===== src/verilog/cl_housekeeping_defines.svh =====
/*
 Constants shared by the housekeeping block. The version word is a fixed
 value here; change it in this file when a new image is built.
 Slot order of all per-scrubber vectors is A, B, D, C.
*/
`ifndef CL_HOUSEKEEPING_DEFINES_SVH
`define CL_HOUSEKEEPING_DEFINES_SVH

// Version word returned on status1
`define CL_VERSION 32'hee_ee_ee_00

// Fixed ID words shown while debug is off
`define CL_ID0 32'h1d50_6789
`define CL_ID1 32'h1d51_fedc

// Upper 20 bits of the normal status word
`define CL_STATUS_TAG 20'ha111_1

// Register stages on each statistics path
`define CL_STAT_PIPE_STAGES 4

// Channel and scrubber counts
`define CL_NUM_DDR_STAT 3
`define CL_NUM_SCRB 4

// Field widths
`define CL_STAT_ADDR_W 8
`define CL_STAT_DATA_W 32
`define CL_SCRB_ADDR_W 64

`endif


===== src/verilog/cl_housekeeping_pkg.sv =====
/*
 Payload types for the housekeeping block. Field order inside each struct
 matches the bit order of the shell's flat statistics buses, first field
 in the most significant bits.
*/
`include "cl_housekeeping_defines.svh"

package cl_housekeeping_pkg;

   // -------------------------------------------------------------------------
   // DDR statistics, shell toward controller
   // -------------------------------------------------------------------------

   // 1 + 1 + 8 + 32 = 42 bits
   typedef struct packed
   {
      logic                        wr;
      logic                        rd;
      logic [`CL_STAT_ADDR_W-1:0]  addr;
      logic [`CL_STAT_DATA_W-1:0]  wdata;
   } stat_req_t;

   // -------------------------------------------------------------------------
   // DDR statistics, controller toward shell
   // -------------------------------------------------------------------------

   // 1 + 8 + 32 = 41 bits
   typedef struct packed
   {
      logic                        ack;
      // Interrupt status from the controller
      logic [7:0]                  intr;
      logic [`CL_STAT_DATA_W-1:0]  rdata;
   } stat_ack_t;

   // -------------------------------------------------------------------------
   // Scrubber report
   // -------------------------------------------------------------------------

   // 3 + 1 + 64 = 68 bits
   typedef struct packed
   {
      // Scrubber FSM state, shown in the debug status view
      logic [2:0]                  state;
      logic                        done;
      // Address being scrubbed
      logic [`CL_SCRB_ADDR_W-1:0]  addr;
   } scrb_status_t;

endpackage


===== src/verilog/cl_housekeeping.sv =====
/*
 Housekeeping top level. Control and status come from one registered
 stage; each statistics channel is carried by a request pipe and an
 acknowledge pipe of `CL_STAT_PIPE_STAGES cycles. No back-pressure.
*/
`timescale 1ns/100ps
`include "cl_housekeeping_defines.svh"

module cl_housekeeping
   import cl_housekeeping_pkg::*;
(
   input  logic                    clk,
   input  logic                    sync_rst_n,

   // Shell control and status
   input  logic [31:0]             ctl0,
   input  logic [2:0]              ddr_local_ready,
   input  logic                    ddr_c_ready,
   input  scrb_status_t            scrb_status [`CL_NUM_SCRB],
   input  logic                    flr_assert,

   output logic [`CL_NUM_SCRB-1:0] scrb_enable,
   output logic [31:0]             status0,
   output logic [31:0]             status1,
   output logic [31:0]             id0,
   output logic [31:0]             id1,
   output logic                    flr_done,

   // DDR statistics
   input  stat_req_t               stat_req_in  [`CL_NUM_DDR_STAT],
   output stat_req_t               stat_req_out [`CL_NUM_DDR_STAT],
   input  stat_ack_t               stat_ack_in  [`CL_NUM_DDR_STAT],
   output stat_ack_t               stat_ack_out [`CL_NUM_DDR_STAT]
);

   // ------------------------------------------------------------------------
   // Control and status
   // ------------------------------------------------------------------------

   ctl_status i_ctl_status
   (
      .clk             (clk),
      .sync_rst_n      (sync_rst_n),

      .ctl0            (ctl0),
      .ddr_local_ready (ddr_local_ready),
      .ddr_c_ready     (ddr_c_ready),
      .scrb_status     (scrb_status),
      .flr_assert      (flr_assert),

      .scrb_enable     (scrb_enable),
      .status0         (status0),
      .status1         (status1),
      .id0             (id0),
      .id1             (id1),
      .flr_done        (flr_done)
   );

   // ------------------------------------------------------------------------
   // Statistics pipelines
   // ------------------------------------------------------------------------

   for (genvar g = 0; g < `CL_NUM_DDR_STAT; g++)
   begin : g_stat

      // Shell toward controller
      stat_pipe
      #(
         .payload_t (stat_req_t),
         .STAGES    (`CL_STAT_PIPE_STAGES)
      )
      i_req_pipe
      (
         .clk        (clk),
         .sync_rst_n (sync_rst_n),
         .in_data    (stat_req_in[g]),
         .out_data   (stat_req_out[g])
      );

      // Controller toward shell
      stat_pipe
      #(
         .payload_t (stat_ack_t),
         .STAGES    (`CL_STAT_PIPE_STAGES)
      )
      i_ack_pipe
      (
         .clk        (clk),
         .sync_rst_n (sync_rst_n),
         .in_data    (stat_ack_in[g]),
         .out_data   (stat_ack_out[g])
      );

   end

endmodule


===== src/verilog/ctl_status.sv =====
/*
 Control word decode, status and ID words, and the FLR answer.
 status0, id0 and id1 have no reset and settle on the first clock.
 Debug select values above 3 show slot 0. flr_done toggles while the
 request is held.
*/
`timescale 1ns/100ps
`include "cl_housekeeping_defines.svh"

module ctl_status
   import cl_housekeeping_pkg::*;
(
   input  logic                    clk,
   input  logic                    sync_rst_n,

   input  logic [31:0]             ctl0,
   input  logic [2:0]              ddr_local_ready,
   input  logic                    ddr_c_ready,
   input  scrb_status_t            scrb_status [`CL_NUM_SCRB],
   input  logic                    flr_assert,

   output logic [`CL_NUM_SCRB-1:0] scrb_enable,
   output logic [31:0]             status0,
   output logic [31:0]             status1,
   output logic [31:0]             id0,
   output logic [31:0]             id1,
   output logic                    flr_done
);

   logic [31:0]                ctl0_q;
   logic                       ddr_c_ready_q;
   logic                       flr_assert_q;

   logic                       dbg_en;
   logic [2:0]                 dbg_sel;

   logic [`CL_NUM_SCRB-1:0]    ready_vec;
   logic [`CL_NUM_SCRB-1:0]    done_vec;
   logic [`CL_SCRB_ADDR_W-1:0] sel_addr;

   // ------------------------------------------------------------------------
   // Input registers
   // ------------------------------------------------------------------------

   always_ff @(posedge clk or negedge sync_rst_n)
   begin
      if (!sync_rst_n)
      begin
         ctl0_q        <= '0;
         ddr_c_ready_q <= 1'b0;
         flr_assert_q  <= 1'b0;
      end
      else
      begin
         ctl0_q        <= ctl0;
         ddr_c_ready_q <= ddr_c_ready;
         flr_assert_q  <= flr_assert;
      end
   end

   // ------------------------------------------------------------------------
   // Control word decode
   // ------------------------------------------------------------------------

   // Bits 3..0 enable scrubbers C, D, B, A
   assign scrb_enable = ctl0_q[`CL_NUM_SCRB-1:0];

   // Bit 31 switches status and ID words to the debug view
   assign dbg_en  = ctl0_q[31];
   assign dbg_sel = ctl0_q[30:28];

   // Local controllers fill slots 0 to 2, the shell's C channel slot 3
   assign ready_vec = {ddr_c_ready_q, ddr_local_ready};

   always_comb
   begin
      for (int i = 0; i < `CL_NUM_SCRB; i++)
      begin
         done_vec[i] = scrb_status[i].done;
      end
   end

   // Address shown on the ID words in debug mode
   always_comb
   begin
      case (dbg_sel)
         3'd1:    sel_addr = scrb_status[1].addr;
         3'd2:    sel_addr = scrb_status[2].addr;
         3'd3:    sel_addr = scrb_status[3].addr;
         default: sel_addr = scrb_status[0].addr;
      endcase
   end

   // ------------------------------------------------------------------------
   // Status and ID words
   // ------------------------------------------------------------------------

   always_ff @(posedge clk)
   begin
      if (dbg_en)
      begin
         // One nibble per slot, slot 3 in the top byte
         status0 <= {1'b0, scrb_status[3].state,
                     1'b0, scrb_status[2].state,
                     1'b0, scrb_status[1].state,
                     1'b0, scrb_status[0].state,
                     8'd0, done_vec, ready_vec};
         id0     <= sel_addr[31:0];
         id1     <= sel_addr[63:32];
      end
      else
      begin
         status0 <= {`CL_STATUS_TAG, 4'd0, done_vec, ready_vec};
         id0     <= `CL_ID0;
         id1     <= `CL_ID1;
      end
   end

   assign status1 = `CL_VERSION;

   // ------------------------------------------------------------------------
   // Function level reset answer
   // ------------------------------------------------------------------------

   // One-cycle done per request edge; a held request gives a pulse train
   always_ff @(posedge clk or negedge sync_rst_n)
   begin
      if (!sync_rst_n)
      begin
         flr_done <= 1'b0;
      end
      else
      begin
         flr_done <= flr_assert_q && !flr_done;
      end
   end

endmodule


===== src/verilog/stat_pipe.sv =====
/*
 Fixed-depth register pipeline, STAGES >= 1. Every stage is cleared by
 reset, so the output reads zero until the first value has passed through.
 No stall; a new value is taken every cycle.
*/
`timescale 1ns/100ps

module stat_pipe
#(
   parameter type payload_t = logic,
   parameter int  STAGES    = 1
)
(
   input  logic     clk,
   input  logic     sync_rst_n,

   input  payload_t in_data,
   output payload_t out_data
);

   // Stage 0 takes the input, the last stage drives the output
   payload_t pipe_q [STAGES];

   always_ff @(posedge clk or negedge sync_rst_n)
   begin
      if (!sync_rst_n)
      begin
         for (int i = 0; i < STAGES; i++)
         begin
            pipe_q[i] <= '0;
         end
      end
      else
      begin
         pipe_q[0] <= in_data;
         for (int i = 1; i < STAGES; i++)
         begin
            pipe_q[i] <= pipe_q[i-1];
         end
      end
   end

   assign out_data = pipe_q[STAGES-1];

endmodule

===== config.mk =====
export PLATFORM = sky130hd
export DESIGN_NAME = cl_housekeeping
export DESIGN_NICKNAME = d
export VERILOG_FILES = /design/src/verilog/cl_housekeeping_pkg.sv /design/src/verilog/cl_housekeeping.sv /design/src/verilog/ctl_status.sv /design/src/verilog/stat_pipe.sv
export VERILOG_INCLUDE_DIRS = /design/src /design/src/verilog
export SDC_FILE = /design/constraint.sdc
export NUM_CORES = 1
export LEC_CHECK = 0
export BUFFER_PORTS_ARGS = -buffer_cell sky130_fd_sc_hd__buf_4
export CORE_AREA = 10 10 358 360
export DETAILED_ROUTE_END_ITERATION = 8
export DIE_AREA = 0 0 368 370
export HOLD_SLACK_MARGIN = 0.05
export PLACE_DENSITY_LB_ADDON = 0.1
export SKIP_LAST_GASP = 1
export SLEW_MARGIN = 20
export SYNTH_ARGS = -nofsm -noshare
export SYNTH_HDL_FRONTEND = slang
export SYNTH_HIERARCHICAL = 1
export SYNTH_SLANG_ARGS = --single-unit
export TNS_END_PERCENT = 50

===== constraint.sdc =====
create_clock -name clk -period 3.2 [get_ports clk]
set_input_delay 0.48 -clock clk [delete_from_list [all_inputs] [get_ports clk]]
set_output_delay 0.48 -clock clk [all_outputs]
set_load 0.005 [all_outputs]

# Word-level counts from Yosys, hierarchy flattened

Index checks and enable logic that the tools add are counted.

Add/sub/neg operators: 0
Multiply operators: 0
Div/mod/pow operators: 0
Order comparisons: 0
Eq/ne operators: 3
Shift operators: 0
Multiplexer cells: 2
Bitwise gates (word level): 0
Reductions and logical operators: 2

Operators by type and width:

| operator                                                               | number |
|---|---|
| 64-bit case mux with 3 select lines                                    | 1 |
| 32-bit two-way mux                                                     | 1 |
| 3-bit by 2-bit equality test with 1-bit output (second input constant) | 2 |
| 3-bit by 1-bit equality test with 1-bit output (second input constant) | 1 |
| 1-bit logical AND                                                      | 1 |
| 1-bit logical NOT                                                      | 1 |

Bits in registers: 1127
Latch bits: 0
Memory bits (writable): 0
ROM bits: 0
Bits of input ports: 560
Output and inout port bits: 382
Memories kept: 0

# Longest topological paths before layout

Depth after elaboration: 2
Depth in mapped cells: 6
Depth with buffers taken out: 3

# Cells and area by module

Netlist, hierarchy kept.

By module, submodules not included:

| module                                | times used | cells an instance | area each (um^2) | seq. area each (um^2) |
|---|---|---|---|---|
| stat_pipe at g_stat[0].i_req_pipe ... | 3          | 210               | 4519.3           | 4204.0 |
| stat_pipe at g_stat[0].i_ack_pipe ... | 3          | 205               | 4411.7           | 4103.9 |
| ctl_status                            | 1          | 464               | 4561.9           | 1976.9 |

# Least setup slack after synthesis

Ideal clock, no wire load.

Path type: register to register
Start: register i_ctl_status.ctl0_q[29]
End: register i_ctl_status.id0[11]
Library setup time: 117 ps
Data arrival time: 1266 ps
Data required time: 3083 ps
Setup slack: 1817 ps
Stages on the path, launching flop included: 7
Cells stage by stage: dfrtp_1 buf_6 or3b_4 buf_6 buf_6 o21ai_1 nor2_1

Word-level cells in the longest chain between the ends: 2
Elaborated cells between the ends (all ways): 4

Ends and longest elaborated chain:

| item                                                                                                                    | line              | text |
|---|---|---|
| start: declaration                                                                                                      | ctl_status.sv:30  | `logic [31:0] ctl0_q;` |
| start signal: assignment                                                                                                | ctl_status.sv:55  | `ctl0_q <= ctl0;` |
| 3-bit by 2-bit equality test with 1-bit output / 3-bit by 1-bit equality test with 1-bit output (equally long branches) | ctl_status.sv:86  | `case (dbg_sel)` |
| 64-bit case mux with 3 select lines *                                                                                   | ctl_status.sv:86  |  |
| end signal: assignment                                                                                                  | ctl_status.sv:108 | `id0 <= sel_addr[31:0];` |
| end signal: assignment                                                                                                  | ctl_status.sv:114 | `` id0 <= `CL_ID0; `` |
| end: declaration                                                                                                        | ctl_status.sv:25  | `output logic [31:0] id0,` |

Mark *: on every way between the ends. The rest lies on a longest branch, timed or not.
A chain may end at the register's enable or synchronous reset.

# Worst setup path after layout

Start: register i_ctl_status.ctl0_q[28]
End: register i_ctl_status.id0[18]

The elaborated chain is that of the path after synthesis.

==> impl_metrics.tcl <==
set metrics [dict create \
    status "completed" \
    clkTransAtPathRegs_ps 60 \
    hp-class "input port to flop" \
    drive_gt1_share_pct 38.8 \
    syn_to_final_growth_pct 45.7 \
    p_leak_nw 21.2 \
    setup_tns_ps 0 \
    core_um2 121000 \
    crit_start "i_ctl_status/ctl0_q[28]$_DFF_PN0_" \
    slew-limit-headroom_pct 46.8 \
    setup_viol 0 \
    track_usage_pct 14.0 \
    cp.required_ps 3840 \
    min_period_ps 2420 \
    die_x_um 368 \
    postCtsHoldBufs 372 \
    tightest_slew_ps 798 \
    synth-seq-area-share_pct 85.8 \
    detail_route.vias_per_cell 3.73 \
    clockBufferDepth 3 \
    max_freq_mhz 413 \
    register_area_um2 26900 \
    grt_pass1_wl_um 139000 \
    post-cts-setup-buffers 0 \
    die_h_um 370 \
    overflow 0 \
    worstReg2RegStart "i_ctl_status/ctl0_q[28]$_DFF_PN0_" \
    placed_cells 3946 \
    grt_antenna_before_repair 31 \
    crit_path_end_kind "flop" \
    crit_type "flop to flop" \
    crit_end "i_ctl_status/id0[18]$_SDFF_PN0_" \
    fin_skew_ps 45.2 \
    final_cell_count_no_fill 4543 \
    multi_input_area_um2 2140 \
    numCtsBuffers 115 \
    holdPathStages 3 \
    rsz0062_at_grt "false" \
    post-route-util_pct 37.7 \
    yosysTopAreaCell "dfrtp_1" \
    yosysWarnings 6 \
    min_period_over_period_pct 75.6 \
    clockRootBuffer "clkbuf_16" \
    r2r-end "i_ctl_status/id0[18]$_SDFF_PN0_" \
    rows 128 \
    htreeDepth 3 \
    grt_max_degree 78 \
    fillers 11500 \
    crit_fanout 29 \
    vdd_drop_max_uv 445 \
    synth.avg_cell_area_um2 18.3 \
    gp_congestion 0.902 \
    final_nets 3370 \
    synthCells 1709 \
    wl_per_cell_um 21.4 \
    port-buffer-count 875 \
    die_area_um2 136000 \
    post_cts_resized 0 \
    ff2ff_path_depth 4 \
    cts.sinks 1092 \
    ys_ff_latch 1092 \
    pwr_density_cell_nw_per_um2 656 \
    grt_pass1_vias 19400 \
    reg2reg_slack_ps 780 \
    drc 0 \
    dp_hpwl_um 74400 \
    start_util_pct 25.9 \
    synth_cell_types 26 \
    first_pass_iters 4 \
    synthTopCellsByArea "dfrtp_1, buf_4, dfxtp_1" \
    synth_area_um2 31400 \
    crit_path_start_kind "flop" \
    cts_tree "done" \
    synth_top_area_share_pct 80.4 \
    slew_viol_final 0 \
    drv_cap 0 \
    power_mw 30.0 \
    ant_nets 0 \
    clock_latency_ps 700 \
    io_pins 942 \
    hold_violations 0 \
    cp_data_arrival_time_ps 3060 \
    final_cell_mix "dfrtp_1, buf_4, dlygate4sd3_1, clkbuf_16, dfxtp_1" \
    wl_um 97300 \
    vias 16900 \
    final_common_cell "dfrtp_1" \
    drt-initial-drc-count 797 \
]
## cells in the mapped netlist, drive strengths merged
cell       n
dfxtp     85
clkinv     1
nor2b      1
a211oi    33
mux2i     33
o22ai     31
mux2      31
or3b       1
and2       8
nor2      29
o221ai     2
a21oi     35
conb       2
clkbuf    20
nand2b     6
buf      318
o21ba      1
o21ai     30
a211o     33
inv        2
dfrtp   1007
## power by group
group	leakage (nW)	switching, mW	internal (mW)
registers	12.4	0.210	14.5
logic	6.90	0.909	1.17
clock network	1.88	5.41	7.76
## per-stage QoR
stage | hold slack, ps | cell area, um2 | setup WS, ps
after CTS | 54.1 | 45600 | 805
final | 134 | 45700 | 781
after floorplan | 184 | 31500 | 1820
after global placement | 327 | 38100 | 1300
after global routing | 93.0 | 45700 | 665
after detailed placement | 334 | 38100 | 1280
## worst min path at each step
| stage | endpoint | slack [ps] | start |
|---|---|---|---|
| floorplan | g_stat[0].i_ack_pipe/out_data[0]$_DFF_PN0_ | 180 | sync_rst_n |
| global route | i_ctl_status/id0[30]$_SDFF_PN0_ | 90 | scrb_status[234] |
| global placement | i_ctl_status/status0[3]$_DFF_P_ | 330 | i_ctl_status/ddr_c_ready_q$_DFF_PN0_ |
| detailed placement | i_ctl_status/status0[3]$_DFF_P_ | 330 | i_ctl_status/ddr_c_ready_q$_DFF_PN0_ |
| finish | i_ctl_status/id0[30]$_SDFF_PN0_ | 130 | scrb_status[234] |
| CTS | i_ctl_status/id0[30]$_SDFF_PN0_ | 50 | scrb_status[234] |
## critical path: stages (launching register included)
cell	delay [ps]
dfrtp_4	750
o21ba_2	710
o22ai_1	200
nor2_1	150
dlygate4sd3_1	550
## logic make-up after synthesis
family | synth area share (%)
AOI/OAI and AO/OA | 3.47
and+or+nand+nor | 0.682
other | 0.0240
DFF | 85.8
buffers and inverters | 7.87
muxes | 2.17
## layer usage
metal  part of all wire, %  vias to the layer above  routed length [um]  track usage, %
met5                  0.11                        -                 108               0
met4                   4.3                       16                4220            6.84
met3                   8.5                      178                8280            5.27
met2                    56                      639               54300            26.5
met1                    31                     8654               30400            13.2
li1                      -                     7436                   -               -
## final cells by class
| class | count | share of cell area (%) |
|---|---|---|
| Sequential cell | 1092 | 58.9 |
| Timing Repair Buffer | 1282 | 23.5 |
| Clock buffer | 158 | 7.12 |
| Multi-Input combinational cell | 316 | 4.68 |
| Tap cell | 1625 | 4.45 |
| Clock inverter | 49 | 1.28 |
| Antenna cell | 18 | 0.0986 |
| Inverter | 3 | 0.0247 |
## registers in the layout (all words and copies together) (netlist names)
| signal | count |
|---|---|
| i_ctl_status/id1 | 32 |
| i_ctl_status/status0 | 21 |
| g_stat.i_req_pipe/pipe_q | 378 |
| i_ctl_status/ddr_c_ready_q | 1 |
| i_ctl_status/flr_done | 1 |
| g_stat.i_ack_pipe/out_data | 123 |
| g_stat.i_ack_pipe/pipe_q | 369 |
| g_stat.i_req_pipe/out_data | 126 |
| i_ctl_status/flr_assert_q | 1 |
| i_ctl_status/id0 | 32 |
| i_ctl_status/ctl0_q | 8 |
(Power assumes the default switching activity.)
